===== src/source/soc_pkg.sv =====
package soc_pkg;

	// Bus widths
	localparam int ADDR_W = 32;
	localparam int DATA_W = 32;
	localparam int STRB_W = 4;

	// On-chip word memory
	localparam int MEM_WORDS = 256;
	localparam int MEM_IDX_W = 8;

	// Address map
	localparam logic [ADDR_W-1:0] MEM_BASE       = 32'h0000_0000;
	localparam logic [ADDR_W-1:0] MEM_LAST       = 32'h0000_03FF;
	localparam logic [ADDR_W-1:0] GPIO_ADDR      = 32'h0000_1000;
	localparam logic [ADDR_W-1:0] UART_DATA_ADDR = 32'h0000_2000;
	localparam logic [ADDR_W-1:0] UART_STAT_ADDR = 32'h0000_2004;

	// Clocks per serial bit, both directions
	localparam int CLKS_PER_BIT = 16;

	localparam int SW_W  = 4;
	localparam int LED_W = 8;

	typedef struct packed {
		logic              write;
		logic [ADDR_W-1:0] addr;
		logic [DATA_W-1:0] wdata;
		logic [STRB_W-1:0] strb;
	} bus_req_t;

	typedef struct packed {
		logic [DATA_W-1:0] rdata;
		logic              err;
	} bus_rsp_t;

	typedef enum logic [1:0] {
		REG_MEM,
		REG_GPIO,
		REG_UART,
		REG_NONE
	} region_e;

	// Shared by receiver and transmitter
	typedef enum logic [1:0] {
		ST_IDLE,
		ST_START,
		ST_DATA,
		ST_STOP
	} uart_state_e;

endpackage


===== src/source/prog_loader.sv =====
`timescale 1ns/10ps

module prog_loader (
	input  logic              clk_i,
	input  logic              rst_n_i,
	input  logic              reprog_i,
	input  logic              byte_stb_i,
	input  logic [7:0]        byte_i,
	output logic              ld_stb_o,
	output soc_pkg::bus_req_t ld_req_o
);
	import soc_pkg::*;

	logic [1:0] cnt_q;
	logic [MEM_IDX_W-1:0] idx_q;
	logic [DATA_W-1:0] word_q;
	logic stb_q;
	bus_req_t req_q;

	always_ff @(posedge clk_i) begin
		if (!rst_n_i) begin
			cnt_q <= '0;
			idx_q <= '0;
			stb_q <= 1'b0;
		end else begin
			stb_q <= 1'b0;
			if (!reprog_i) begin
				cnt_q <= '0;
				idx_q <= '0;
			end else if (byte_stb_i) begin
				cnt_q <= cnt_q + 1'b1;
				if (cnt_q == 2'd3) begin
					stb_q <= 1'b1;
					idx_q <= idx_q + 1'b1;
				end
			end
		end
	end

	// Little-endian assembly, last byte goes straight into the request
	always_ff @(posedge clk_i) begin
		if (reprog_i && byte_stb_i) begin
			word_q[8*cnt_q +: 8] <= byte_i;
			if (cnt_q == 2'd3) begin
				req_q.write <= 1'b1;
				req_q.addr  <= {{(ADDR_W-MEM_IDX_W-2){1'b0}}, idx_q, 2'b00};
				req_q.wdata <= {byte_i, word_q[23:0]};
				req_q.strb  <= '1;
			end
		end
	end

	assign ld_stb_o = stb_q;
	assign ld_req_o = req_q;

endmodule


===== config.mk =====
export PLATFORM = sky130hd
export DESIGN_NAME = prog_loader
export DESIGN_NICKNAME = d
export VERILOG_FILES = /design/src/source/soc_pkg.sv /design/src/source/prog_loader.sv
export SDC_FILE = /design/constraint.sdc
export NUM_CORES = 1
export LEC_CHECK = 0
export ABC_AREA = 1
export BUFFER_PORTS_ARGS = -buffer_cell sky130_fd_sc_hd__buf_4
export CORE_MARGIN = 5
export CORE_UTILIZATION = 55
export CTS_BUF_LIST = sky130_fd_sc_hd__clkbuf_8 sky130_fd_sc_hd__clkbuf_16
export DETAILED_ROUTE_END_ITERATION = 8
export PLACE_DENSITY = 0.83
export SLEW_MARGIN = 20
export SYNTH_ARGS = -nofsm -noshare
export SYNTH_HDL_FRONTEND = slang
export SYNTH_SLANG_ARGS = --single-unit

===== constraint.sdc =====
create_clock -name clk_i -period 4.2 [get_ports clk_i]
set_input_delay 0.21 -clock clk_i [delete_from_list [all_inputs] [get_ports clk_i]]
set_output_delay 0.21 -clock clk_i [all_outputs]
set_load 0.01 [all_outputs]

==> run metrics <==
outcome=finished clean; clk buf depth=2; leading area contributor after synthesis=edfxtp_1; CTS tree=done; placed insts=338; Mapped Area=2940 um2; Critical Path Source Type=flip-flop; number of diodes=0; H-tree depth=3; RSZ-0062 raised after global routing=no; fin util=0.674; Cell Rows=26; crit path kind=flip-flop to flip-flop; #FFs+latches synth=75; largest net degree at the start of global routing=41; first-pass GRT wire length=7.39 mm; Slew @ Worst Pin=1.03 ns; cts bufs inserted=9; Async SR Flop Fraction=0; post-synthesis cell type count=22; DRT iter0 DRCs=121; top post-synthesis cells by count=64 x edfxtp_1, 29 x buf_4, 26 x inv_1; Max Cap Viol=0; final setup TNS=0 ns; hpwl dp=3.23 mm; antenna violations before repair=0; largest cells by area after synthesis=edfxtp_1 65%, dfxtp_1 7.5%, buf_4 7.4%, nor3_1 4.1%, inv_1 3.3%; WL final=4.46 mm; Worst Path Arrival=2.03 ns; Post-Layout Cell Count=353; Die Width=83.1 um; VDD IR-drop max=0.000169 V; I/O Buffers=52; final setup vio count=0; clock root cell=clkbuf_8; # hold bufs at CTS=0; Die Area=6900 um2; min-delay worst type=input port to flip-flop; cts repair resizes=0; nets=297; Post-DRT Antenna Nets=0; Synth Area in Compound Gates=0.0179; I/O pin cnt=82; count leader, synth=edfxtp_1; largest fanout on the critical path=18; Setup Skew=0.00744 ns; Post-Synthesis Cells=221; Clock Sink Count=75; Setup crit end kind=flip-flop; min-delay src=byte_i[1]; synth warn=0; crit path from=cnt_q[0]; largest family of logic cells by synthesized area=buffers and inverters; Leakage=1.37 nW; Adder-Cell Fraction of Synth Area=0.0256; Max Clock Freq=0.486 GHz; fraction of layout cells with a size suffix above 1=0.247; max-slew violation count=0; post-synthesis mux area share=0; r2r startpoint=cnt_q[0]; routed len/inst=12.6 um; post-DR vias/cell=4.57; area delta synth->final=18.0%; Worst Path Required=4.17 ns; Initial Utilization=0.571; final critical-path required period=2.06 ns; simple-gate portion of the synthesized area=0.112; mean post-synth cell area=13.3 um2; Post-synth EDFFs=64; final hold vios=0; GR Util All Layers=0.138; clk slew on worst S/H paths=0.07 ns; register area share after synthesis=0.729; worst-skew pair later-pin latency=0.33 ns; Fin Hold WS=0.0592 ns; die height=83.1 um; Synth Area in XOR/XNOR=0; GRT overflow=0; Rel. slew slack=0.309; core area=5140 um2; PwrDens=393 nW/um2; area share of the largest cell type after synthesis=0.654; setup repair bufs after CTS=0; period utilisation layout=0.490; First-pass DRT Iterations=4; number of global-route vias before repair=1508; DRC=0; routed via count=1613; top_reg_cell synth=edfxtp_1; RePlAce Congestion=0.764
## cells in the final DEF (no fill, tap or decap), types with 5 or more instances in the layout
| cell type | n |
|---|---|
| buf_4 | 52 |
| ha_1 | 6 |
| inv_1 | 29 |
| nand2_1 | 20 |
| nor2_1 | 12 |
| dfxtp_1 | 11 |
| a21oi_1 | 7 |
| nor3_1 | 24 |
| conb_1 | 29 |
| edfxtp_1 | 64 |
| nand3_1 | 5 |
| clkbuf_8 | 9 |
## power by group
group          leakage, nW  total [W]  internal, W  switching [W]
Sequential           0.671   0.000813     0.000810     0.00000281
Clock                0.103   0.000492     0.000263       0.000230
Combinational        0.595  0.0000574    0.0000159      0.0000415
## critical path, stage by stage, from the launching register on
cell and delay (ns):
dfxtp_1 0.36, inv_1 0.16, ha_1 0.57, inv_1 0.09
nor2_1 0.51
## final timing paths
kind,cells past startpoint,slack [ns],end
max,4,2.14,word_q[6]
min,1,0.06,ld_req_o[29]
max reg2reg,4,2.14,word_q[6]
min reg2reg,0,0.42,ld_req_o[24]
## cells by family (layout without fill, tap and decap cells)
logic type,after synthesis,count (layout)
other,2,29
flip-flops,75,75
AND/OR/NAND/NOR,70,70
buffers and inverters,58,93
AO/OA/AOI/OAI,10,10
adder cells (fa/ha/maj),6,6
## metal layers
| metal | vias to the layer above | part of all wire | global-route usage |
|---|---|---|---|
| li1 | 810 | - | - |
| met1 | 724 | 0.41 | 0.166 |
| met2 | 74 | 0.48 | 0.215 |
| met3 | 5 | 0.097 | 0.0693 |
| met4 | 0 | 0.010 | 0.0490 |
| met5 | - | 0 | 0 |
## per-stage QoR
step                worst slack, ns  power [W]  instance area (um2)
CTS                            2.16    0.00137                 3470
global route                   1.96    0.00142                 3470
detailed placement             2.17   0.000886                 3290
floorplan                      1.39   0.000887                 3040
global placement               2.26   0.000884                 3290
finish                         2.14    0.00136                 3470
## layout make-up
class	count	area (um2)
tap	70	87.6
clock buffer	9	124
sequential	75	2140
timing repair buffer	52	390
clock inverter	6	51.3
multi-input combinational	115	573
inverter	26	97.6
fill	399	1670
## sequential cells by signal, indices dropped and copies added, names as in the netlist
register,flops
ld_stb_o,1
word_q,24
ld_req_o,40
idx_q,8
cnt_q,2
(Power assumes the default switching activity.)
