[config.mk]
export PLATFORM = sky130hd
export DESIGN_NAME = periph_regs
export DESIGN_NICKNAME = d
export VERILOG_FILES = /design/src/source/soc_pkg.sv /design/src/source/periph_regs.sv
export SDC_FILE = /design/constraint.sdc
export NUM_CORES = 1
export LEC_CHECK = 0
export ABC_AREA = 1
export BUFFER_PORTS_ARGS = -buffer_cell sky130_fd_sc_hd__clkbuf_2
export CORE_MARGIN = 2
export CORE_UTILIZATION = 32
export DETAILED_ROUTE_END_ITERATION = 16
export PLACE_DENSITY_LB_ADDON = 0.15
export REMOVE_ABC_BUFFERS = 1
export SLEW_MARGIN = 10
export SYNTH_ARGS = -nofsm -noshare
export SYNTH_HDL_FRONTEND = slang
export SYNTH_SLANG_ARGS = --single-unit
[constraint.sdc]
create_clock -name clk_i -period 1.7 [get_ports clk_i]
set_clock_uncertainty 0.15 [all_clocks]
set_input_delay 0.34 -clock clk_i [delete_from_list [all_inputs] [get_ports clk_i]]
set_output_delay 0.34 -clock clk_i [all_outputs]
set_load 0.02 [all_outputs]
[src/source/soc_pkg.sv]
package soc_pkg;

	// Bus widths
	localparam int ADDR_W = 32;
	localparam int DATA_W = 32;
	localparam int STRB_W = 4;

	// On-chip word memory
	localparam int MEM_WORDS = 256;
	localparam int MEM_IDX_W = 8;

	// Address map
	localparam logic [ADDR_W-1:0] MEM_BASE       = 32'h0000_0000;
	localparam logic [ADDR_W-1:0] MEM_LAST       = 32'h0000_03FF;
	localparam logic [ADDR_W-1:0] GPIO_ADDR      = 32'h0000_1000;
	localparam logic [ADDR_W-1:0] UART_DATA_ADDR = 32'h0000_2000;
	localparam logic [ADDR_W-1:0] UART_STAT_ADDR = 32'h0000_2004;

	// Clocks per serial bit, both directions
	localparam int CLKS_PER_BIT = 16;

	localparam int SW_W  = 4;
	localparam int LED_W = 8;

	typedef struct packed {
		logic              write;
		logic [ADDR_W-1:0] addr;
		logic [DATA_W-1:0] wdata;
		logic [STRB_W-1:0] strb;
	} bus_req_t;

	typedef struct packed {
		logic [DATA_W-1:0] rdata;
		logic              err;
	} bus_rsp_t;

	typedef enum logic [1:0] {
		REG_MEM,
		REG_GPIO,
		REG_UART,
		REG_NONE
	} region_e;

	// Shared by receiver and transmitter
	typedef enum logic [1:0] {
		ST_IDLE,
		ST_START,
		ST_DATA,
		ST_STOP
	} uart_state_e;

endpackage

[src/source/periph_regs.sv]
`timescale 1ns/10ps

module periph_regs (
	input  logic                       clk_i,
	input  logic                       rst_n_i,
	input  logic                       reprog_i,
	input  logic                       reg_stb_i,
	input  soc_pkg::bus_req_t          reg_req_i,
	output logic [soc_pkg::DATA_W-1:0] rdata_o,
	input  logic [soc_pkg::SW_W-1:0]   sw_i,
	output logic [soc_pkg::LED_W-1:0]  led_o,
	input  logic                       tx_busy_i,
	output logic                       tx_stb_o,
	output logic [7:0]                 tx_byte_o
);
	import soc_pkg::*;

	logic wr;
	logic busy;
	logic [LED_W-1:0] led_q;
	logic tx_stb_q;
	logic [7:0] tx_byte_q;
	logic [DATA_W-1:0] rdata_q;

	assign wr = reg_stb_i && reg_req_i.write && reg_req_i.strb[0];

	// Busy covers the cycle before the transmitter picks up the byte
	assign busy = tx_busy_i || tx_stb_q;

	always_ff @(posedge clk_i) begin
		if (!rst_n_i) begin
			led_q    <= '0;
			tx_stb_q <= 1'b0;
		end else begin
			tx_stb_q <= wr && reg_req_i.addr == UART_DATA_ADDR && !busy;
			if (reprog_i)
				led_q <= '0;
			else if (wr && reg_req_i.addr == GPIO_ADDR)
				led_q <= reg_req_i.wdata[LED_W-1:0];
		end
	end

	always_ff @(posedge clk_i) begin
		if (wr && reg_req_i.addr == UART_DATA_ADDR && !busy)
			tx_byte_q <= reg_req_i.wdata[7:0];
	end

	always_ff @(posedge clk_i) begin
		if (reg_stb_i) begin
			case (reg_req_i.addr)
				GPIO_ADDR:      rdata_q <= {{(DATA_W-SW_W){1'b0}}, sw_i};
				UART_STAT_ADDR: rdata_q <= {{(DATA_W-1){1'b0}}, busy};
				default:        rdata_q <= '0;
			endcase
		end
	end

	assign rdata_o   = rdata_q;
	assign led_o     = led_q;
	assign tx_stb_o  = tx_stb_q;
	assign tx_byte_o = tx_byte_q;

endmodule

==> reports/qor.yml <==
yosys_register_bits: 21
vias_per_cell: 3.874
clkSlewWorstSetupHoldPaths_ns: 0.07
antenna_found_initial: 0
powerDensity_nw_per_um2: 651.2
cts_resized: 0
cap_violations: 0
synth_area_per_cell_sq_um: 8.398
path_class: "input port to flop"
fp-row-count: 22
final_core_util: 0.4272
fin_hold_ws_ns: 0.1278
grt_max_degree: 19
place_inst: 265
cts_buffer_depth: 2
status: "finished clean"
ioPinCount: 127
nets: 300
yosys_warnings: 0
post_cts.repair.setup_buffers: 0
h-tree-depth: 1
dpl-instance-area_sq_um: 1518
grt_usage: 0.1104
cp.arrival_ns: 1.19
die_x_um: 65.90
netlist_area_sq_um: 1226
cts_root_buf: "clkbuf_8"
cts_tree: "done"
drive_above_1_share: 0.3891
syn2layout_area_growth_pct: 27.55
irDropWorstVdd_uv: 240.2
rsz0062_at_grt: "no"
fillerInstances: 381
required_ns: 1.51
hold_viol_final: 0
initial_core_util: 0.3349
end_kind: "flop"
ys_types: 23
core_sq_um: 3661
gp_congestion: 0.7443
wirelength_mm: 2.334
dp_hpwl_mm: 1.988
cts_sinks: 21
setup_viol: 0
grt_first_pass_wirelength_mm: 3.774
holdCritPathClass: "input port to flop"
drt_iter0_drc: 31
period_minus_slack_ns: 1.381
fin_area_sq_um: 1564
antenna_cells: 0
crit_fanout: 8
insertion_delay_ns: 0.25
most-common-layout-cells: "71 x clkbuf_2, 32 x nor2_1, 28 x conb_1"
cp-start-kind: "input port"
dieArea_sq_um: 4343
routedWlPerCell_um: 8.677
syn_inst: 146
drt.antenna.violating_nets: 0
port-buffer-count: 71
drc_errors: 0
p_leak_nw: 0.8254
num_vias: 1042
final_common_cell: "clkbuf_2"
min_period_over_period: 0.8121
grt_overflow_total: 0
hold_buffers: 0
slew_viol_final: 0
yosysSeqAreaShare: 0.4408
fin_cells: 269
dr.pass1.iters: 4
cts_buffers: 3
grt_pass1_vias: 931
die_h_um: 65.90
fmax_mhz: 724.3
registers in the layout (all words and copies together), names as in the netlist:
signal,cells
rdata_o,4
led_o,8
tx_byte_o,8
tx_stb_o,1
final timing paths:
kind / startpoint / to / slack (ns) / cells past startpoint
worst max-delay path: reg_req_i[37] / tx_byte_o[3] / 0.32 / 7
worst min-delay path: reg_req_i[9] / tx_byte_o[5] / 0.13 / 1
worst max register to register: tx_stb_o / tx_byte_o[3] / 0.38 / 4
worst min register to register: led_o[2] / led_o[2] / 0.34 / 2
cell type report:
type,instances,area (sq um),area share
Inverter,14,52.55,0.03360
Tap cell,48,60.06,0.03840
Sequential cell,21,540.5,0.3456
Multi-Input combinational cell,107,479.2,0.3064
Timing Repair Buffer,75,385.4,0.2464
Clock buffer,3,41.29,0.02640
Clock inverter,1,5.005,0.003200
cell families (layout without fill, tap and decap cells):
group           after synthesis  count (layout)  share of synthesized area
simple gates                 70              70                     0.2684
buf+inv                      45              93                     0.2510
flops                        21              21                     0.4408
compound gates                9               9                    0.03673
other cells                   1              28                   0.003058
worst max-delay path, cell delays in order:
cell and delay [ns]:
clkbuf_2 0.08, nor2_1 0.13, nand2_1 0.08, nor2_2 0.12
nand4_1 0.14, nor2_1 0.11, buf_4 0.19
power by group:
part | switching, W | internal, W
combinational | 0.000106 | 0.0000595
sequential | 0.00000122 | 0.000540
clock | 0.000149 | 0.000163
total | 0.000256 | 0.000762
synth_stat cells:
cell type	instances	area, sq um
nand2_1	18	67.56
nand3_1	9	45.04
nor2_2	1	6.260
buf_12	1	20.02
nand2_4	1	11.26
edfxtp_1	12	360.4
nand2_2	1	6.260
nand3b_1	1	7.510
clkbuf_8	1	13.76
nor2_1	32	120.1
inv_2	1	3.750
a21oi_1	8	40.04
buf_4	28	210.2
inv_1	13	48.80
conb_1	1	3.750
and3_1	1	6.260
dfxtp_1	9	180.2
o21ai_0	1	5.000
nor3_1	2	10.01
nor2_4	2	22.52
nor2_8	1	20.02
buf_6	1	11.26
nand4_1	1	6.260
per-stage QoR:
| step | setup WS [ns] | power, W | TNS, ns |
|---|---|---|---|
| final | 0.3194 | 0.001019 | 0 |
| after global routing | 0.1880 | 0.001073 | 0 |
| after CTS | 0.3140 | 0.001039 | 0 |
| after detailed placement | 0.04445 | 0.0007185 | 0 |
| after global placement | 0.05002 | 0.0007175 | 0 |
| after floorplan | -0.1183 | 0.0006444 | -0.9460 |
layer usage:
layer	global-route usage	vias up	share of wire
li1	-	555	-
met1	0.1246	421	0.40
met2	0.2071	66	0.48
met3	0.01704	0	0.12
met4	0.03906	0	0
met5	0	-	0
Note: power is estimated with default switching activity, not from simulation.
