[config.mk]
export PLATFORM = sky130hd
export DESIGN_NAME = uart_tx
export DESIGN_NICKNAME = d
export VERILOG_FILES = /design/src/source/soc_pkg.sv /design/src/source/uart_tx.sv
export SDC_FILE = /design/constraint.sdc
export NUM_CORES = 1
export LEC_CHECK = 0
export ABC_AREA = 1
export BUFFER_PORTS_ARGS = -buffer_cell sky130_fd_sc_hd__buf_2
export CAP_MARGIN = 20
export CORE_ASPECT_RATIO = 0.9
export CORE_MARGIN = 4
export CORE_UTILIZATION = 40
export CTS_CLUSTER_DIAMETER = 200
export DETAILED_ROUTE_END_ITERATION = 6
export HOLD_SLACK_MARGIN = 0.1
export MAX_ROUTING_LAYER = met4
export PLACE_DENSITY_LB_ADDON = 0.3
export SLEW_MARGIN = 20
export SYNTH_ARGS = -nofsm -noshare
export SYNTH_HDL_FRONTEND = slang
export SYNTH_SLANG_ARGS = --single-unit
[constraint.sdc]
create_clock -name clk_i -period 2.9 [get_ports clk_i]
set_input_delay 0.58 -clock clk_i [delete_from_list [all_inputs] [get_ports clk_i]]
set_output_delay 0.58 -clock clk_i [all_outputs]
set_load 0.005 [all_outputs]
[src/source/soc_pkg.sv]
package soc_pkg;

	// Bus widths
	localparam int ADDR_W = 32;
	localparam int DATA_W = 32;
	localparam int STRB_W = 4;

	// On-chip word memory
	localparam int MEM_WORDS = 256;
	localparam int MEM_IDX_W = 8;

	// Address map
	localparam logic [ADDR_W-1:0] MEM_BASE       = 32'h0000_0000;
	localparam logic [ADDR_W-1:0] MEM_LAST       = 32'h0000_03FF;
	localparam logic [ADDR_W-1:0] GPIO_ADDR      = 32'h0000_1000;
	localparam logic [ADDR_W-1:0] UART_DATA_ADDR = 32'h0000_2000;
	localparam logic [ADDR_W-1:0] UART_STAT_ADDR = 32'h0000_2004;

	// Clocks per serial bit, both directions
	localparam int CLKS_PER_BIT = 16;

	localparam int SW_W  = 4;
	localparam int LED_W = 8;

	typedef struct packed {
		logic              write;
		logic [ADDR_W-1:0] addr;
		logic [DATA_W-1:0] wdata;
		logic [STRB_W-1:0] strb;
	} bus_req_t;

	typedef struct packed {
		logic [DATA_W-1:0] rdata;
		logic              err;
	} bus_rsp_t;

	typedef enum logic [1:0] {
		REG_MEM,
		REG_GPIO,
		REG_UART,
		REG_NONE
	} region_e;

	// Shared by receiver and transmitter
	typedef enum logic [1:0] {
		ST_IDLE,
		ST_START,
		ST_DATA,
		ST_STOP
	} uart_state_e;

endpackage

[src/source/uart_tx.sv]
`timescale 1ns/10ps

module uart_tx (
	input  logic       clk_i,
	input  logic       rst_n_i,
	input  logic       tx_stb_i,
	input  logic [7:0] tx_byte_i,
	output logic       busy_o,
	output logic       tx_o
);
	import soc_pkg::*;

	uart_state_e state_q;
	logic [$clog2(CLKS_PER_BIT)-1:0] cnt_q;
	logic [2:0] bit_q;
	logic [7:0] shift_q;
	logic tx_q;
	logic bit_done;

	assign bit_done = (cnt_q == CLKS_PER_BIT - 1);

	always_ff @(posedge clk_i) begin
		if (!rst_n_i) begin
			state_q <= ST_IDLE;
			cnt_q   <= '0;
			bit_q   <= '0;
			tx_q    <= 1'b1;
		end else begin
			cnt_q <= bit_done ? '0 : cnt_q + 1'b1;
			case (state_q)
				ST_IDLE: begin
					cnt_q <= '0;
					if (tx_stb_i) begin
						state_q <= ST_START;
						shift_q <= tx_byte_i;
						tx_q    <= 1'b0;
					end
				end
				ST_START: begin
					if (bit_done) begin
						state_q <= ST_DATA;
						bit_q   <= '0;
						tx_q    <= shift_q[0];
						shift_q <= {1'b0, shift_q[7:1]};
					end
				end
				ST_DATA: begin
					if (bit_done) begin
						bit_q   <= bit_q + 1'b1;
						tx_q    <= shift_q[0];
						shift_q <= {1'b0, shift_q[7:1]};
						if (bit_q == 3'd7) begin
							state_q <= ST_STOP;
							tx_q    <= 1'b1;
						end
					end
				end
				ST_STOP: begin
					if (bit_done) state_q <= ST_IDLE;
				end
			endcase
		end
	end

	assign busy_o = (state_q != ST_IDLE);
	assign tx_o   = tx_q;

	// Register block must hold off new bytes for the whole frame
	assert property (@(posedge clk_i) disable iff (!rst_n_i)
		tx_stb_i |-> !busy_o);

endmodule

==> results.cfg <==
[status]
status = completed

[setup_path]
setup.worst_path.end_class = flip-flop
critPathLaunch = state_q[1]
r2r_start = state_q[1]
worstSetupStartpointType = flip-flop
arrival_ns = 2.12
crit_type = flip-flop to flip-flop
cp_max_fo = 11
required_ns = 2.83

[floorplanning]
core_um2 = 2220
boundaryPins = 13
start_util = 0.426
die_w_um = 59.3
die_h_um = 54.1
die-area_um2 = 3210
num_rows = 16

[yosys]
seq_area_frac_synth = 0.466
synth_cells = 117
synthDistinctLibCells = 19
syn-cell-area_um2 = 946
synth-seq-cells = 18
avgSynthCellArea_um2 = 8.08
synth.largest_area_cell = edfxtp_1
synth.net_count = 137
async_flop_share = 0
ys.flop_type = dfxtp_1
yosysWarningCount = 0
synth.area.top_cells = edfxtp_1 25%, dfxtp_1 21%, nand2_1 17%
synth_edf_count = 8
yosysTopAreaCellShare = 0.254

[power_and_ir_drop]
p_per_area_nw_per_um2 = 831
combPwrFrac = 0.392
netSwitchingPower_mw = 0.340
power_frac_seq = 0.461
p_clk_frac = 0.146
totalPowerFinal_mw = 0.881
p_int_mw = 0.541
vdd_drop_max_mv = 0.586
p_sw_frac = 0.386
p_leak_nw = 0.517

[timing]
period_minus_slack_ns = 2.19
rsz0062_at_grt = no
final.period_utilization = 0.756
drv_slew = 0
max_freq_mhz = 456
fin_tns_setup_ns = 0
finalSetupViolCount = 0
tightest_slew_ns = 0.819
clock_skew_ns = 0.0107
slew_headroom = 0.454
hold_viol_final = 0

[layout]
finalInstanceArea_um2 = 1060
antennaDiodeCount = 0
areaGrowthSynthToFinish_pct = 12.2
nets = 153
drive_gt1_frac = 0.152

[global_routing]
grt_pass1_vias = 610
grt_overflow_total = 0
antenna_found_initial = 0
grt_max_degree = 12
grt_pass1_wl_mm = 2.63
grtUsageTotal = 0.117

[flow_run]
drv_cap = 0

[drt]
drc_errors = 0
ant_nets = 0
num_vias = 721
drtPass1Iterations = 4
drt_iter0_drc = 9
wl_per_cell_um = 9.69
totalWireLength_mm = 1.54
avgViaCountPerCell = 4.53

[clock_network]
cts_htree_levels = 1
cts_resized = 0
clkTransAtPathRegs_ns = 0.11
clock-sinks = 18
postCtsSetupBuffers = 0
cts_root_buffer = clkbuf_4
numCtsBuffers = 3
cts_tree = done
clk_path_buf_depth = 2
clock_latency_ns = 0.30
hold_buffers = 0

[place]
dpl.hpwl_mm = 1.18
gp_congestion = 0.746
placed_area_um2 = 1030
portBuffers = 12

[worst_hold_path]
worstHoldPathType = flip-flop to flip-flop
min_from = cnt_q[0]
==> critical path, cell delays in order, from the launching register on <==
cell and delay [ns]:
dfxtp_1 0.42, inv_1 0.11, ha_1 0.49, o211ai_1 0.14, a21oi_1 0.65
==> final cells by class <==
type | instances | area [um2]
well taps | 27 | 33.8
flip-flops and latches | 18 | 440
clock inverters | 1 | 3.75
inverters | 18 | 67.6
multi-input cells | 80 | 433
repair buffers | 12 | 60.1
fillers | 210 | 1160
clock buffers | 3 | 22.5
==> power groups by stage <==
stage                     clock, mW  sequential, mW  combinational, mW
final                         0.129           0.407              0.346
after global routing          0.148           0.415              0.411
after CTS                     0.137           0.407              0.353
after detailed placement          0           0.413              0.351
after global placement            0           0.409              0.346
after floorplan                   0           0.404              0.273
==> per-layer routing <==
layer  routed length [um]  global-route usage  part of all wire
met2                  719               0.182              0.47
met1                  735               0.139              0.48
met5                    0                   -                 0
met4                    9              0.0226            0.0058
met3                   77              0.0528             0.050
==> registers in the layout, summed over array words and instances, names as in the netlist <==
signal / cells
bit_q: 3
cnt_q: 4
shift_q: 8
tx_o: 1
state_q: 2
==> synth_stat cells, types with 5 or more instances <==
cell type	count
nand3_1	5
inv_1	16
edfxtp_1	8
ha_1	9
nand2_1	42
dfxtp_1	10
nor2_1	11
a21oi_1	5
==> logic make-up after synthesis <==
| group | after synthesis | synth area share |
|---|---|---|
| compound gates | 8 | 0.0489 |
| xor+xnor | 1 | 0.00926 |
| flops | 18 | 0.466 |
| fa+ha+maj | 9 | 0.119 |
| simple gates | 62 | 0.280 |
| buf+inv | 19 | 0.0767 |
==> path summary, 6_finish.rpt <==
kind | cells after the start | slack (ns) | endpoint
worst min-delay path | 1 | 0.45 | cnt_q[0]
worst max-delay path | 4 | 0.71 | shift_q[3]
worst min register to register | 1 | 0.45 | cnt_q[0]
worst max register to register | 4 | 0.71 | shift_q[3]
==> cells in the final DEF (no fill, tap or decap), types with 2 or more instances in the layout <==
| cell | count |
|---|---|
| ha_1 | 9 |
| nand3_1 | 5 |
| dfxtp_1 | 10 |
| nor2_1 | 11 |
| edfxtp_1 | 8 |
| a21oi_1 | 5 |
| clkinv_1 | 2 |
| buf_2 | 12 |
| nand2_1 | 42 |
| inv_1 | 16 |
| clkbuf_4 | 3 |
==> through the flow <==
step                hold WS [ns]  instances  utilization  setup slack [ns]
floorplan                  0.418        117            -              1.05
detailed placement         0.434        155        0.466             0.706
global placement           0.436        155        0.466             0.837
global route               0.486        159        0.477             0.583
CTS                        0.458        159        0.477             0.689
finish                     0.451        159        0.477             0.709
Note: power is estimated with default switching activity, not from simulation.
