--- config.mk ---
export PLATFORM = sky130hd
export DESIGN_NAME = uart_rx
export DESIGN_NICKNAME = d
export VERILOG_FILES = /design/src/source/soc_pkg.sv /design/src/source/uart_rx.sv
export SDC_FILE = /design/constraint.sdc
export NUM_CORES = 1
export LEC_CHECK = 0
export CAP_MARGIN = 30
export CORE_MARGIN = 2
export CORE_UTILIZATION = 50
export CTS_CLUSTER_DIAMETER = 200
export CTS_CLUSTER_SIZE = 16
export DETAILED_ROUTE_END_ITERATION = 8
export DONT_BUFFER_PORTS = 1
export PLACE_DENSITY = 0.76
export SYNTH_ARGS = -nofsm -noshare
export SYNTH_HDL_FRONTEND = slang
export SYNTH_SLANG_ARGS = --single-unit
--- constraint.sdc ---
create_clock -name clk_i -period 4.1 [get_ports clk_i]
set_input_delay 1.025 -clock clk_i [delete_from_list [all_inputs] [get_ports clk_i]]
set_output_delay 1.025 -clock clk_i [all_outputs]
set_load 0.03 [all_outputs]
--- src/source/soc_pkg.sv ---
package soc_pkg;

	// Bus widths
	localparam int ADDR_W = 32;
	localparam int DATA_W = 32;
	localparam int STRB_W = 4;

	// On-chip word memory
	localparam int MEM_WORDS = 256;
	localparam int MEM_IDX_W = 8;

	// Address map
	localparam logic [ADDR_W-1:0] MEM_BASE       = 32'h0000_0000;
	localparam logic [ADDR_W-1:0] MEM_LAST       = 32'h0000_03FF;
	localparam logic [ADDR_W-1:0] GPIO_ADDR      = 32'h0000_1000;
	localparam logic [ADDR_W-1:0] UART_DATA_ADDR = 32'h0000_2000;
	localparam logic [ADDR_W-1:0] UART_STAT_ADDR = 32'h0000_2004;

	// Clocks per serial bit, both directions
	localparam int CLKS_PER_BIT = 16;

	localparam int SW_W  = 4;
	localparam int LED_W = 8;

	typedef struct packed {
		logic              write;
		logic [ADDR_W-1:0] addr;
		logic [DATA_W-1:0] wdata;
		logic [STRB_W-1:0] strb;
	} bus_req_t;

	typedef struct packed {
		logic [DATA_W-1:0] rdata;
		logic              err;
	} bus_rsp_t;

	typedef enum logic [1:0] {
		REG_MEM,
		REG_GPIO,
		REG_UART,
		REG_NONE
	} region_e;

	// Shared by receiver and transmitter
	typedef enum logic [1:0] {
		ST_IDLE,
		ST_START,
		ST_DATA,
		ST_STOP
	} uart_state_e;

endpackage

--- src/source/uart_rx.sv ---
`timescale 1ns/10ps

module uart_rx (
	input  logic       clk_i,
	input  logic       rst_n_i,
	input  logic       rx_i,
	output logic       byte_stb_o,
	output logic [7:0] byte_o
);
	import soc_pkg::*;

	logic [1:0] sync_q;
	logic rx_s;
	uart_state_e state_q;
	logic [$clog2(CLKS_PER_BIT+1)-1:0] cnt_q;
	logic [2:0] bit_q;
	logic [7:0] shift_q;
	logic stb_q;
	logic [7:0] byte_q;

	// Two-flop synchronizer, idle high
	always_ff @(posedge clk_i) begin
		if (!rst_n_i) sync_q <= 2'b11;
		else sync_q <= {sync_q[0], rx_i};
	end
	assign rx_s = sync_q[1];

	always_ff @(posedge clk_i) begin
		if (!rst_n_i) begin
			state_q <= ST_IDLE;
			cnt_q   <= '0;
			bit_q   <= '0;
			stb_q   <= 1'b0;
		end else begin
			stb_q <= 1'b0;
			cnt_q <= cnt_q + 1'b1;
			case (state_q)
				ST_IDLE: begin
					cnt_q <= '0;
					if (!rx_s) state_q <= ST_START;
				end
				ST_START: begin
					// Recheck at mid start bit to reject glitches
					if (cnt_q == CLKS_PER_BIT/2 - 1) begin
						cnt_q   <= '0;
						bit_q   <= '0;
						state_q <= rx_s ? ST_IDLE : ST_DATA;
					end
				end
				ST_DATA: begin
					if (cnt_q == CLKS_PER_BIT - 1) begin
						cnt_q   <= '0;
						shift_q <= {rx_s, shift_q[7:1]};
						bit_q   <= bit_q + 1'b1;
						if (bit_q == 3'd7) state_q <= ST_STOP;
					end
				end
				ST_STOP: begin
					if (cnt_q == CLKS_PER_BIT - 1) begin
						stb_q  <= rx_s;
						byte_q <= shift_q;
					end else if (cnt_q == CLKS_PER_BIT) begin
						state_q <= ST_IDLE;
					end
				end
			endcase
		end
	end

	assign byte_stb_o = stb_q;
	assign byte_o     = byte_q;

	// Strobe only leaves the stop bit
	assert property (@(posedge clk_i) disable iff (!rst_n_i)
		byte_stb_o |-> (state_q == ST_STOP && $past(state_q) == ST_STOP));

endmodule

==> summary.txt <==
status: complete, no violations
ANT nets after route: 0
sequential element share of the synthesized area: 65.5%
vias in the first global route: 567
RR Startpoint: cnt_q[0]
ANT cells: 0
cts hold-fix bufs: 0
H-tree levels: 2
Synth Area in XOR/XNOR: 1.55%
register clock-pin slew on the reported worst setup and hold paths: 0.08 ns
required time of the critical path: 4.06 ns
Slew Limit Fails: 0
post-synth net total: 94
CTS tree: built
Worst-Margin Slew: 0.668 ns
CP arrival: 1.94 ns
router iterations before antenna repair: 3
hold path startpoint: shift_q[0]
Worst setup EP type: flop
YS warnings: 0
initial antenna violation count: 0
Fillers: 185
worst slack, placed: 2.01 ns
Hold EP: byte_o[0]
Max-Slew Margin vs Limit: 55.3%
hold depth: 0
leak pwr: 0.435 nW
Syn Area/Cell: 13.5 um^2
type of the most critical hold path: flop to flop
Tmin final: 1.98 ns
VDD IR max: 0.308 mV
Synth area leader: edfxtp_1
CTS root buf: clkbuf_4
critical path class: flop to flop
Area Growth Syn to Fin: 8.85%
Post-CTS Resized: 0
Compound-Gate Fraction of Synth Area: 7.52%
cell area after synthesis: 1130 um^2
CTS Buffer Depth: 2
crit start category: flop
gr usage total: 13.7%
vias: 618
Die Area: 2660 um^2
number of max-cap violations: 0
Remaining DRCs: 0
RSZ-0062 raised after global routing: no
layout cells sized above 1: 11.1%
Initial Utilization: 52.1%
Final setup viols: 0
total negative slack: 0 ns
fin crit share: 48.4%
drt initial violations: 7
die width: 51.6 um
Hold Vio Cnt, Final: 0
Post-CTS Setup Inserts: 0
Power per Cell Area: 429 nW/um^2
# port buffers: 0
Nets: 99
Via-to-Cell Ratio: 5.24
worst-path maximum fanout: 9
row count: 17
WL final: 1.46 mm
total congestion overflow: 0
Synth Area in Adders: 7.74%
r2r setup slk: 2.12 ns
DR WL/cell: 12.4 um
Simple-Gate Fraction of Synth Area: 14.8%
Tot Pwr: 0.528 mW
Core Footprint: 2170 um^2
Yosys top cell area share: 42.5%
first-pass GRT wire length: 2.44 mm
clk_lat worst skew: 0.32 ns
Fmax: 0.504 GHz
number of synthesized register bits: 29
Synth cell types: 25
CTS Buf Count: 5
main combinational cell family by area after synthesis: simple AND/OR/NAND/NOR gates
chip height: 51.6 um
Worst Reg-to-Reg Cells: 6
Clock Skew: 0.00480 ns
Synth area leaders: edfxtp_1 42%, dfxtp_1 23%, ha_1 7.7%
largest net degree at the start of global routing: 14
post-route setup slack: 2.12 ns
clock sink total: 29
mux contribution to synthesized area: 0%
# IOs: 12
Post-DP HPWL: 1.06 mm
Synth Instances: 84
gpl congestion: 0.786
r2r endpoint: byte_o[0]
per-stage QoR:
stage          area (um^2)  hold WS [ns]  instances  util (%)
4_1_cts               1230         0.425        118      56.7
2_1_floorplan         1130         0.386         84         -
6_report              1230         0.425        118      56.7
5_1_grt               1230         0.435        118      56.7
3_5_place_dp          1160         0.405        110      53.3
3_3_place_gp          1160         0.400        110      53.3
sequential cells by signal, indices dropped and copies added, names as in the netlist, named ones only:
name and count:
bit_q 3, byte_o 8, byte_stb_o 1, cnt_q 5, shift_q 8, state_q 1, sync_q 2
cell families (layout without fill, tap and decap cells):
family | count (synthesis) | in the layout
XOR/XNOR | 2 | 2
adder cells (fa/ha/maj) | 7 | 7
AO/OA/AOI/OAI | 10 | 10
AND/OR/NAND/NOR | 28 | 28
flip-flops | 29 | 29
buffers and inverters | 8 | 14
how the worst max path moves through the flow:
stage          startpoint         to  slack (ns)
6_report         cnt_q[0]  byte_o[0]        2.12
2_1_floorplan     rst_n_i  byte_o[0]        2.22
4_1_cts          cnt_q[0]  byte_o[6]        2.05
3_5_place_dp      rst_n_i  byte_o[6]        2.01
5_1_grt          cnt_q[0]  byte_o[5]        1.94
3_3_place_gp      rst_n_i  byte_o[0]        2.10
cell usage after synthesis:
cell type and number:
edfxtp_1 16, dfxtp_1 13, ha_1 7, nor2_1 7, inv_1 6, nand3_1 6
nand2_1 3, nand2b_1 3, o22ai_1 3, buf_2 2, nand3b_1 2, nor3_1 2
o21ai_0 2, a311oi_1 1, and2_1 1, nand4bb_1 1, nand4bb_2 1, nor2b_1 1
nor3_4 1, o211a_1 1, o21ba_1 1, o221ai_2 1, o31ai_2 1, xnor2_1 1
xor2_1 1
critical path: stages (launching register included):
cell	delay [ns]
dfxtp_1	0.38
ha_1	0.23
nand3_1	0.11
inv_1	0.09
ha_1	0.17
nand3_1	0.10
nor2_1	0.55
power breakdown:
group / leakage, nW / internal [mW] / total [mW] / switching, mW
Sequential: 0.249 / 0.305 / 0.307 / 0.00193
Combinational: 0.147 / 0.00287 / 0.00550 / 0.00263
Clock: 0.0399 / 0.127 / 0.215 / 0.0887
final cells by class:
type / instances / area [um^2] / share of cell area, %
sequential: 29 / 741 / 60.2
inverter: 6 / 22.5 / 1.83
tap: 28 / 35.0 / 2.85
multi-input combinational: 47 / 358 / 29.1
clock buffer: 6 / 41.3 / 3.35
clock inverter: 2 / 33.8 / 2.74
layer usage:
metal	track usage (%)	part of all wire (%)	up-vias	wire, um
met5	0	0	-	0
met4	7.89	2.5	0	36
met3	9.20	5.9	4	86
met2	20.7	49	16	714
met1	14.0	43	285	625
li1	-	-	313	-
cell usage in the layout, fill, tap and decap left out, types with 2 or more instances in the layout:
master / netlist / final
ha_1: 7 / 7
nand3_1: 6 / 6
nand2_1: 3 / 3
nor3_1: 2 / 2
clkbuf_4: 0 / 5
edfxtp_1: 16 / 16
nand2b_1: 3 / 3
o21ai_0: 2 / 2
dfxtp_1: 13 / 13
o22ai_1: 3 / 3
nor2_1: 7 / 7
inv_1: 6 / 6
nand3b_1: 2 / 2
No activity file was read; power rests on OpenSTA's default activity.
