===== config.mk =====
export PLATFORM = sky130hd
export DESIGN_NAME = bus_fabric
export DESIGN_NICKNAME = d
export VERILOG_FILES = /design/src/source/soc_pkg.sv /design/src/source/bus_fabric.sv
export SDC_FILE = /design/constraint.sdc
export NUM_CORES = 1
export LEC_CHECK = 0
export CORE_AREA = 2 2 149 151
export CTS_CLUSTER_SIZE = 8
export DETAILED_ROUTE_END_ITERATION = 6
export DIE_AREA = 0 0 151 153
export DONT_BUFFER_PORTS = 1
export HOLD_SLACK_MARGIN = 0.02
export PLACE_DENSITY = 0.3
export SKIP_CTS_REPAIR_TIMING = 1
export SYNTH_ARGS = -nofsm -noshare
export SYNTH_HDL_FRONTEND = slang
export SYNTH_SLANG_ARGS = --single-unit

===== constraint.sdc =====
create_clock -name clk_i -period 1.68 [get_ports clk_i]
set_input_delay 0.168 -clock clk_i [delete_from_list [all_inputs] [get_ports clk_i]]
set_output_delay 0.168 -clock clk_i [all_outputs]
set_load 0.03 [all_outputs]

===== src/source/soc_pkg.sv =====
package soc_pkg;

	// Bus widths
	localparam int ADDR_W = 32;
	localparam int DATA_W = 32;
	localparam int STRB_W = 4;

	// On-chip word memory
	localparam int MEM_WORDS = 256;
	localparam int MEM_IDX_W = 8;

	// Address map
	localparam logic [ADDR_W-1:0] MEM_BASE       = 32'h0000_0000;
	localparam logic [ADDR_W-1:0] MEM_LAST       = 32'h0000_03FF;
	localparam logic [ADDR_W-1:0] GPIO_ADDR      = 32'h0000_1000;
	localparam logic [ADDR_W-1:0] UART_DATA_ADDR = 32'h0000_2000;
	localparam logic [ADDR_W-1:0] UART_STAT_ADDR = 32'h0000_2004;

	// Clocks per serial bit, both directions
	localparam int CLKS_PER_BIT = 16;

	localparam int SW_W  = 4;
	localparam int LED_W = 8;

	typedef struct packed {
		logic              write;
		logic [ADDR_W-1:0] addr;
		logic [DATA_W-1:0] wdata;
		logic [STRB_W-1:0] strb;
	} bus_req_t;

	typedef struct packed {
		logic [DATA_W-1:0] rdata;
		logic              err;
	} bus_rsp_t;

	typedef enum logic [1:0] {
		REG_MEM,
		REG_GPIO,
		REG_UART,
		REG_NONE
	} region_e;

	// Shared by receiver and transmitter
	typedef enum logic [1:0] {
		ST_IDLE,
		ST_START,
		ST_DATA,
		ST_STOP
	} uart_state_e;

endpackage


===== src/source/bus_fabric.sv =====
`timescale 1ns/10ps

module bus_fabric (
	input  logic                      clk_i,
	input  logic                      rst_n_i,
	input  logic                      reprog_i,
	input  logic                      host_stb_i,
	input  soc_pkg::bus_req_t         host_req_i,
	input  logic                      ld_stb_i,
	input  soc_pkg::bus_req_t         ld_req_i,
	output logic                      mem_stb_o,
	output soc_pkg::bus_req_t         mem_req_o,
	input  logic [soc_pkg::DATA_W-1:0] mem_rdata_i,
	output logic                      reg_stb_o,
	output soc_pkg::bus_req_t         reg_req_o,
	input  logic [soc_pkg::DATA_W-1:0] reg_rdata_i,
	output logic                      rsp_stb_o,
	output soc_pkg::bus_rsp_t         rsp_o
);
	import soc_pkg::*;

	logic sel_stb;
	bus_req_t sel_req;
	region_e region;
	region_e region_q;
	logic rsp_stb_q;

	// Loader owns the bus while reprogramming
	assign sel_stb = reprog_i ? ld_stb_i : host_stb_i;
	assign sel_req = reprog_i ? ld_req_i : host_req_i;

	always_comb begin
		if (sel_req.addr >= MEM_BASE && sel_req.addr <= MEM_LAST)
			region = REG_MEM;
		else if (sel_req.addr == GPIO_ADDR)
			region = REG_GPIO;
		else if (sel_req.addr == UART_DATA_ADDR || sel_req.addr == UART_STAT_ADDR)
			region = REG_UART;
		else
			region = REG_NONE;
	end

	assign mem_stb_o = sel_stb && (region == REG_MEM);
	assign reg_stb_o = sel_stb && (region == REG_GPIO || region == REG_UART);
	assign mem_req_o = sel_req;
	assign reg_req_o = sel_req;

	// Only host requests get a response
	always_ff @(posedge clk_i) begin
		if (!rst_n_i) begin
			rsp_stb_q <= 1'b0;
			region_q  <= REG_NONE;
		end else begin
			rsp_stb_q <= host_stb_i && !reprog_i;
			if (sel_stb) region_q <= region;
		end
	end

	always_comb begin
		rsp_o = '{rdata: '0, err: 1'b0};
		case (region_q)
			REG_MEM:            rsp_o.rdata = mem_rdata_i;
			REG_GPIO, REG_UART: rsp_o.rdata = reg_rdata_i;
			default:            rsp_o.err   = 1'b1;
		endcase
	end

	assign rsp_stb_o = rsp_stb_q;

	assert property (@(posedge clk_i) disable iff (!rst_n_i)
		!(mem_stb_o && reg_stb_o));

endmodule


==> results of run 1 <==
[through the flow]
stage | std cells | utilization, % | instance area (um^2) | hold WS [ns]
2_1_floorplan | 273 | - | 2230 | 0.324
3_5_place_dp | 514 | 11.0 | 2360 | 0.337
5_1_grt | 520 | 12.7 | 2730 | 0.106
3_3_place_gp | 514 | 11.0 | 2360 | 0.346
6_report | 520 | 12.7 | 2730 | 0.106
4_1_cts | 518 | 11.4 | 2440 | 0.106
[power by group]
part | internal, mW | switching [mW]
logic | 0.160 | 0.694
registers | 0.0727 | 0.00262
clock network | 0.314 | 0.0713
total | 0.546 | 0.768
[flip-flops by register name (all words and copies together), names as in the netlist]
name	flops
rsp_stb_o	1
region_q	2
[layout make-up]
class	instances	area [um^2]	area share (%)
Timing Repair Buffer	50	482	17.7
Tap cell	280	350	12.8
Multi-Input combinational cell	181	1750	64.1
Inverter	2	7.51	0.275
Clock buffer	4	78.8	2.89
Sequential cell	3	62.6	2.29
[synthesized netlist by cell type, drive strengths merged]
cell / number
buf: 78
mux2: 70
nor2: 35
a22oi: 32
clkbuf: 9
nor4: 7
a31oi: 4
nor3b: 4
dfxtp: 3
ha: 3
nor3: 3
a311oi: 2
and2: 2
and3: 2
inv: 2
nand2: 2
nand3: 2
nand4b: 2
nor4b: 2
or4: 2
a21oi: 1
and3b: 1
nand4: 1
o21bai: 1
o22ai: 1
o31ai: 1
or4b: 1
[worst register-to-register path: cells and delay by family, from the launching register on]
family,cells,cell delay (ns)
DFF,1,0.32
AOI/OAI and AO/OA,1,0.07
and+or+nand+nor,1,0.20
[routing by layer]
layer,vias up,GRT usage [%],wire [um]
met5,-,0,0
met4,0,1.47,52
met3,2,4.90,1640
met2,214,17.7,6550
met1,933,7.32,3400
li1,868,-,-
[how the worst max path moves through the flow]
stage                            to  slack, ns  depth (start not counted)
after floorplan           reg_stb_o      -0.09                          7
after global placement    reg_stb_o      -0.24                          7
after detailed placement  reg_stb_o      -0.21                          7
after CTS                 reg_stb_o      -0.23                          7
after global routing      reg_stb_o      -0.32                          7
final                     reg_stb_o      -0.20                          7
[cells by family (layout without fill, tap and decap cells)]
group	after synthesis	after routing
buf+inv	89	56
flops	3	3
simple gates	66	66
compound gates	42	42
mux	70	70
fa+ha+maj	3	3
==> results.ini, run 1 <==
[floorplanning]
initial_utilization_pct = 10.0
fp.dieH_um = 153
die_area_mm2 = 0.0231
design.core.area_mm2 = 0.0215
pin_count = 381
die-width_um = 151
rows = 54

[critical_path]
cp.arrival_ns = 1.71
worstSetupStartpointType = input pin
critPathMaxFanout = 4
crit_path_max_incr_delay_ns = 0.51
critPathTopFamily = simple AND/OR/NAND/NOR gates
critPathLaunch = ld_req_i[59]
reg2reg_depth = 2
cp-end-kind = primary output
critPathSlowestCell = or4b_1
worstSetupPathType = input pin to primary output
reg2reg_slack_ns = 0.96
r2r_end = region_q[0]
crit_buf_inv = 1
worst_r2r_startpoint = region_q[0]
path_cells = or4b_1 -> o22ai_1 -> nor3b_2 -> buf_4 -> and3_4 -> ha_4 -> and2_4
required_ns = 1.51

[synthesis]
avgSynthCellArea_um2 = 7.87
ys_ff_latch = 3
synth-compound-area-share_pct = 14.4
synth_top_cell_by_area = mux2_2
synth_top_family_by_area = multiplexers
synthCells = 273
ys_warn_count = 0
syn_nets = 483
seq_area_frac_synth_pct = 2.80
yosys.area_share.adder_pct = 1.75
yosysTopAreaCellShare_pct = 36.7
syn_area_mm2 = 0.00215
synthXorXnorAreaFrac_pct = 0
synth_area_leaders = mux2_2 (37%), buf_4 (24%), a22oi_1 (11%)
synth_simple_gate_area_share_pct = 16.0
yosysUniqueCellTypes = 30
synthMuxAreaShare_pct = 36.7

[hold_path]
hold_path.class = input pin to flip-flop
hold_start = host_stb_i
whs_endpoint = rsp_stb_o
holdPathStages = 1

[finish]
final_common_cell = mux2_2
antenna_cells = 0
num-nets-final = 451
layout_common_cells = mux2_2 (70), buf_4 (31), nor2_2 (30), a22oi_2 (28), buf_6 (15)
fillers = 2462
layout-drive-gt1-share_pct = 81.3
synthToLayoutAreaGrowth_pct = 27.0

[run]
cap_violations = 0

[clock_network]
cts_inserted_buffers = 3
htreeDepth = 1
path_clk_slew_ns = 0.03
insertion_delay_ns = 0.22
cts-root-buf = clkbuf_16
clockBufferDepth = 2
clock_sinks = 3
cts_tree = yes

[sta]
fin_skew_ns = 0
setup_violations = 2
timing.slew.headroom_pct = 63.8
hold_viol = 0
layout_setup_ws_ns = -0.203
setup_tns_ns = -0.348
rsz0062_at_grt = true
fmax_mhz = 531
max_slew.worst_pin.slew_ns = 0.536
fin_crit_sh_pct = 112
drv_slew = 0
final.min_clock_period_ns = 1.88

[detailed_routing]
drc = 0
wl_per_cell_um = 22.4
vias = 2017
dr.first_iter.drc_count = 49
vias_per_cell = 3.88
drt-pass1-iter-count = 4
antenna_left = 0
routed_wl_um = 11600

[global_routing]
grt-ovfl-total = 0
grt_pass1_wl_um = 14100
grt_pass1_vias = 1930
grt_usage_pct = 8.75
antenna_found_initial = 0
grt_max_degree = 82

[outcome]
violations = setup timing
outcome = finished, violations left

[placed_design]
post-dp-hpwl_um = 10300
dp_worst_setup_slack_ns = -0.214
port_buffers = 0
gp_congestion = 0.764

[power_and_ir_drop]
p_leak_nw = 0.757
power.density_mw_per_mm2 = 482
irDropWorstVdd_v = 0.000199
total_power_mw = 1.31

Note: power is estimated with default switching activity, not from simulation.
==> run 2, diff against run 1 <==
--- a/config.mk
+++ b/config.mk
@@ -12,6 +12,7 @@
 export DONT_BUFFER_PORTS = 1
 export HOLD_SLACK_MARGIN = 0.02
 export PLACE_DENSITY = 0.3
+export SETUP_SLACK_MARGIN = 0.05
 export SKIP_CTS_REPAIR_TIMING = 1
 export SYNTH_ARGS = -nofsm -noshare
 export SYNTH_HDL_FRONTEND = slang
==> run 2 against run 1 <==
Net effect: the run still ends with setup timing left; first-iteration DRC count fell by 16%; largest cell class unchanged; core utilization rose by 0.56 points; clock-buffer cell count did not move; die area did not move; global-route usage barely moved; wire length rose by 0.84%.
==> results.ini, run 2 (synthesis gave the netlist of run 1 again) <==
[outcome]
outcome = finished, violations left
violations = setup timing

[finish]
final_cells = 524  ; +0.77%
synthToLayoutAreaGrowth_pct = 32.6
num-nets-final = 454  ; +0.67%
layout-drive-gt1-share_pct = 81.5  ; +0.23 points
final-seq-area_um2 = 62.6  ; unchanged
largest_register_ffs = 2  ; unchanged
final_area_mm2 = 0.00285  ; +4.4%
final_core_util_pct = 13.3  ; +0.56 points
top_register = region_q
multiInputGateArea_mm2 = 0.00175  ; +0.21%
final_common_cell = mux2_2
layout_common_cells = mux2_2 (70), nor2_2 (30), buf_6 (30), a22oi_2 (28), buf_4 (17)
fillers = 2448  ; -0.57%

[detailed_routing]
vias = 2073  ; +2.8%
wl_per_cell_um = 22.4  ; about the same
routed_wl_um = 11700  ; +0.84%
drt-pass1-iter-count = 4  ; unchanged
dr.first_iter.drc_count = 41  ; -16%
drc = 0  ; unchanged
antenna_left = 0  ; unchanged
vias_per_cell = 3.96  ; +2.0%

[sta]
setup_violations = 2  ; unchanged
hold_viol = 0  ; unchanged
fin_skew_ns = 0  ; unchanged
final.min_clock_period_ns = 1.93  ; +0.0464 ns
layout_setup_ws_ns = -0.249  ; -0.0464 ns
drv_slew = 0  ; unchanged
timing.slew.headroom_pct = 71.5  ; +7.7 points
holdWs_ns = 0.102  ; -0.00436 ns
max_slew.worst_pin.slew_ns = 0.429  ; -0.107 ns
fin_crit_sh_pct = 115  ; +2.8 points
rsz0062_at_grt = true
fmax_mhz = 518  ; -2.4%

[critical_path]
required_ns = 1.51  ; about the same
critPathMaxFanout = 3  ; -1
worstSetupStartpointType = input pin
cp-end-kind = primary output
reg2reg_depth = 3  ; +1
cp.arrival_ns = 1.76  ; +0.05 ns
worstSetupPathType = input pin to primary output
reg2reg_slack_ns = 0.86  ; -0.10 ns
worst_r2r_startpoint = region_q[1]
critPathLaunch = ld_req_i[59]
r2r_end = region_q[1]

[clock_network]
clock_sinks = 3  ; unchanged
cts-root-buf = clkbuf_16
path_clk_slew_ns = 0.03  ; about the same
htreeDepth = 1  ; unchanged
clockBufferDepth = 2  ; unchanged
cts_tree = yes
insertion_delay_ns = 0.22  ; about the same
cts_inserted_buffers = 3  ; unchanged

[floorplanning]
pin_count = 381  ; unchanged
initial_utilization_pct = 10.0  ; unchanged
die_area_mm2 = 0.0231  ; unchanged
rows = 54  ; unchanged
die-width_um = 151  ; unchanged
design.core.area_mm2 = 0.0215  ; unchanged
fp.dieH_um = 153  ; unchanged

[power_and_ir_drop]
combPwrFrac_pct = 65.5  ; +0.5 points
p_int_mw = 0.549  ; +0.45%
switchingPower_mw = 0.769  ; +0.18%
irDropWorstVdd_v = 0.000253  ; +27%
power_frac_clock_pct = 28.8  ; -0.5 points
p_leak_nw = 0.803  ; +6.0%
netSwitchingFraction_pct = 58.4  ; -0.065 points
power.density_mw_per_mm2 = 463  ; -3.9%
pwr-share-seq_pct = 5.7  ; about the same

[placed_design]
dp_worst_setup_slack_ns = -0.318  ; -0.104 ns
port_buffers = 0  ; unchanged
gp_congestion = 0.732  ; -4.2%
post_dp_cell_area_mm2 = 0.00238  ; +0.53%
dp.cells = 514  ; unchanged
post-dp-hpwl_um = 10300  ; -0.51%

[global_routing]
grt_pass1_wl_um = 14300  ; +1.8%
grt_pass1_vias = 2007  ; +4.0%
antenna_found_initial = 2  ; +2
grt-ovfl-total = 0  ; unchanged
grt_max_degree = 82  ; unchanged
grt_usage_pct = 8.74  ; -0.013 points

[run]
cap_violations = 0  ; unchanged

[hold_path]
hold_path.class = input pin to flip-flop
holdPathStages = 1  ; unchanged
whs_endpoint = rsp_stb_o
hold_start = host_stb_i

## run 2: power by group through the flow
stage / logic (mW) / clock network [mW] / registers, mW
2_1_floorplan: 0.972 / 0 / 0.0759
3_3_place_gp: 0.877 / 0 / 0.0760
3_5_place_dp: 0.876 / 0 / 0.0759
4_1_cts: 0.878 / 0.388 / 0.0749
5_1_grt: 0.893 / 0.394 / 0.0750
6_report: 0.864 / 0.379 / 0.0749
## run 2: through the flow
step                power (mW)  TNS [ns]
floorplan                 1.05   -0.0996
global placement         0.953    -0.489
detailed placement       0.952    -0.598
CTS                       1.34     -3.11
global route              1.36    -0.626
finish                    1.32    -0.448
## run 2: final cells by class
type,count,area share [%]
Inverter,2,0.264
Antenna cell,1,0.0878
Multi-Input combinational cell,181,61.5
Clock buffer,4,2.77
Tap cell,280,12.3
Sequential cell,3,2.20
Timing Repair Buffer,53,20.9
## run 2: critical path, cell delays in order
cell     delay [ns]
or4b_4         0.52
o22ai_2        0.19
nor3b_4        0.27
and3_4         0.24
ha_4           0.19
and2_4         0.17
## run 2: worst max path at each step
| stage | end | cells past startpoint |
|---|---|---|
| floorplan | reg_stb_o | 7 |
| global placement | reg_stb_o | 6 |
| detailed placement | reg_stb_o | 6 |
| CTS | reg_stb_o | 6 |
| global route | reg_stb_o | 6 |
| finish | reg_stb_o | 6 |
## run 2: metal layers
| layer | GRT usage (%) | vias up | wire, um |
|---|---|---|---|
| li1 | - | 879 | - |
| met1 | 7.55 | 977 | 3320 |
| met2 | 16.7 | 209 | 6410 |
| met3 | 6.21 | 6 | 1920 |
| met4 | 0.935 | 2 | 72 |
| met5 | 0 | - | 17 |
==> run 3, diff against run 2 <==
--- a/config.mk
+++ b/config.mk
@@ -5,11 +5,14 @@
 export SDC_FILE = /design/constraint.sdc
 export NUM_CORES = 1
 export LEC_CHECK = 0
+export CAP_MARGIN = 0
 export CORE_AREA = 2 2 149 151
+export CTS_BUF_LIST = sky130_fd_sc_hd__clkbuf_4
 export CTS_CLUSTER_SIZE = 8
 export DETAILED_ROUTE_END_ITERATION = 6
 export DIE_AREA = 0 0 151 153
 export DONT_BUFFER_PORTS = 1
+export GPL_ROUTABILITY_DRIVEN = 0
 export HOLD_SLACK_MARGIN = 0.02
 export PLACE_DENSITY = 0.3
 export SETUP_SLACK_MARGIN = 0.05
==> run 3 against run 2 <==
Net effect: clock-buffer cell count did not move; worst setup slack got worse by 0.0044 ns; combinational power barely moved; first-iteration DRC count grew 15%; cell count increased by 0.19%; via count about the same; sequential power is essentially flat; the run still ends with setup timing left; die area stayed put; design area shrank 0.83%; largest power group unchanged; critical endpoint unchanged; flip-flop and latch count did not move; power is 17% lower; highest routed layer unchanged; global-route usage barely moved.
==> results.ini, run 3 (synthesis gave the netlist of run 1 again) <==
[global_routing]
grt_max_degree = 82  ; unchanged
grt_usage_pct = 8.73  ; about the same
grt-ovfl-total = 0  ; unchanged
grt_pass1_vias = 2007  ; unchanged
antenna_found_initial = 2  ; unchanged
grt_pass1_wl_um = 14300  ; about the same

[finish]
fillers = 2452  ; +0.16%
multiInputGateArea_mm2 = 0.00176  ; +0.29%
final_area_mm2 = 0.00283  ; -0.83%
final_common_cell = mux2_2
synthToLayoutAreaGrowth_pct = 31.5
layout_common_cells = mux2_2 (70), nor2_2 (30), buf_6 (30), a22oi_2 (29), buf_4 (17)
layout-drive-gt1-share_pct = 82.0  ; +0.49 points
final-seq-area_um2 = 62.6  ; unchanged
num-nets-final = 455  ; +0.22%
largest_register_ffs = 2  ; unchanged
top_register = region_q

[clock_network]
cts_inserted_buffers = 3  ; unchanged
path_clk_slew_ns = 0.04  ; about the same
htreeDepth = 1  ; unchanged
insertion_delay_ns = 0.24  ; +0.02 ns
clock_sinks = 3  ; unchanged
cts-root-buf = clkbuf_4
clockBufferDepth = 2  ; unchanged
cts_tree = yes

[detailed_routing]
dr.first_iter.drc_count = 47  ; +15%
routed_wl_um = 11900  ; +1.3%
antenna_left = 0  ; unchanged
drt-pass1-iter-count = 4  ; unchanged
vias_per_cell = 3.95  ; -0.14%
wl_per_cell_um = 22.7  ; +1.1%
vias = 2074  ; +0.048%
drc = 0  ; unchanged

[critical_path]
path_cells = or4b_4 -> o22ai_2 -> nor3b_4 -> and3_4 -> ha_4 -> and2_4
critPathSlowestCell = or4b_4
cp.arrival_ns = 1.77  ; about the same
required_ns = 1.51  ; about the same
cp-end-kind = primary output
worstSetupPathType = input pin to primary output
critPathMaxFanout = 3  ; unchanged
worstSetupStartpointType = input pin
crit_path_max_incr_delay_ns = 0.52  ; about the same

[floorplanning]
initial_utilization_pct = 10.0  ; unchanged
die_area_mm2 = 0.0231  ; unchanged
rows = 54  ; unchanged
pin_count = 381  ; unchanged
die-width_um = 151  ; unchanged
fp.dieH_um = 153  ; unchanged
design.core.area_mm2 = 0.0215  ; unchanged

[run]
cap_violations = 0  ; unchanged

[placed_design]
port_buffers = 0  ; unchanged
post_dp_cell_area_mm2 = 0.00238  ; unchanged
post-dp-hpwl_um = 10300  ; unchanged

[sta]
setup_violations = 10  ; +8
fmax_mhz = 517  ; -0.23%
layout_setup_ws_ns = -0.253  ; -0.00443 ns
hold_viol = 0  ; unchanged
fin_crit_sh_pct = 115  ; +0.26 points
rsz0062_at_grt = true
final.min_clock_period_ns = 1.93  ; +0.00443 ns
timing.slew.headroom_pct = 71.9  ; +0.36 points
fin_skew_ns = 0  ; unchanged
drv_slew = 0  ; unchanged
max_slew.worst_pin.slew_ns = 0.424  ; -0.00548 ns

[power_and_ir_drop]
total_power_mw = 1.09  ; -17%
irDropWorstVdd_v = 0.000142  ; -44%
p_leak_nw = 0.795  ; -0.89%
power.density_mw_per_mm2 = 386  ; -17%

[outcome]
violations = setup timing
outcome = finished, violations left

[hold_path]
hold_path.class = input pin to flip-flop

run 3: cell count changes in the layout (fill, tap and decap cells not counted):
cell / change
inv_2: -1
clkbuf_1: -1
inv_1: +1
buf_8: +1
a22oi_2: +1
clkbuf_4: +4
a22oi_1: -1
clkbuf_16: -2
buf_12: -1
run 3: worst paths after layout:
path	end	from	slack, ns	cells after the start
worst max-delay path	reg_stb_o	ld_req_i[59]	-0.25	6
worst max register to register	region_q[1]	region_q[1]	0.86	3
worst min-delay path	rsp_stb_o	host_stb_i	0.09	1
worst min register to register	region_q[1]	region_q[1]	0.64	3
run 3: critical path, delay by kind of cell:
family / cells / cell delay [ns]
simple gates: 4 / 1.21
compound gates: 1 / 0.19
fa+ha+maj: 1 / 0.19
run 3: cell type report:
cell class              count  share of cell area (%)
clock buffers               4                    1.06
inverters                   2                   0.266
repair buffers             54                    21.8
well taps                 280                    12.4
multi-input cells         181                    62.2
diodes                      1                  0.0886
flip-flops and latches      3                    2.21
run 3: where the power goes:
group | total, mW | switching [mW] | leakage (nW) | internal [mW]
clock network | 0.151 | 0.0450 | 0.0184 | 0.106
logic | 0.864 | 0.701 | 0.754 | 0.163
registers | 0.0747 | 0.00222 | 0.0234 | 0.0724
run 3: metal layers:
layer / vias to the layer above / GRT usage [%] / wire length (um) / part of all wire, %
met5: - / 0 / 17 / 0.14
met3: 6 / 6.21 / 1910 / 16
li1: 879 / - / - / -
met2: 209 / 16.7 / 6560 / 55
met1: 978 / 7.54 / 3330 / 28
met4: 2 / 0.935 / 72 / 0.61
run 3: metrics by stage:
step                setup TNS (ns)  worst slack [ns]  utilization, %  std cells  hold slack (ns)
detailed placement          -0.598            -0.318            11.1        514            0.327
global route                 -2.63            -0.326            13.1        524           0.0690
finish                      -0.553            -0.253            13.1        525           0.0856
floorplan                  -0.0996           -0.0866               -        273            0.324
global placement            -0.489            -0.276            11.1        514            0.330
CTS                          -3.85            -0.327            11.2        518           0.0760
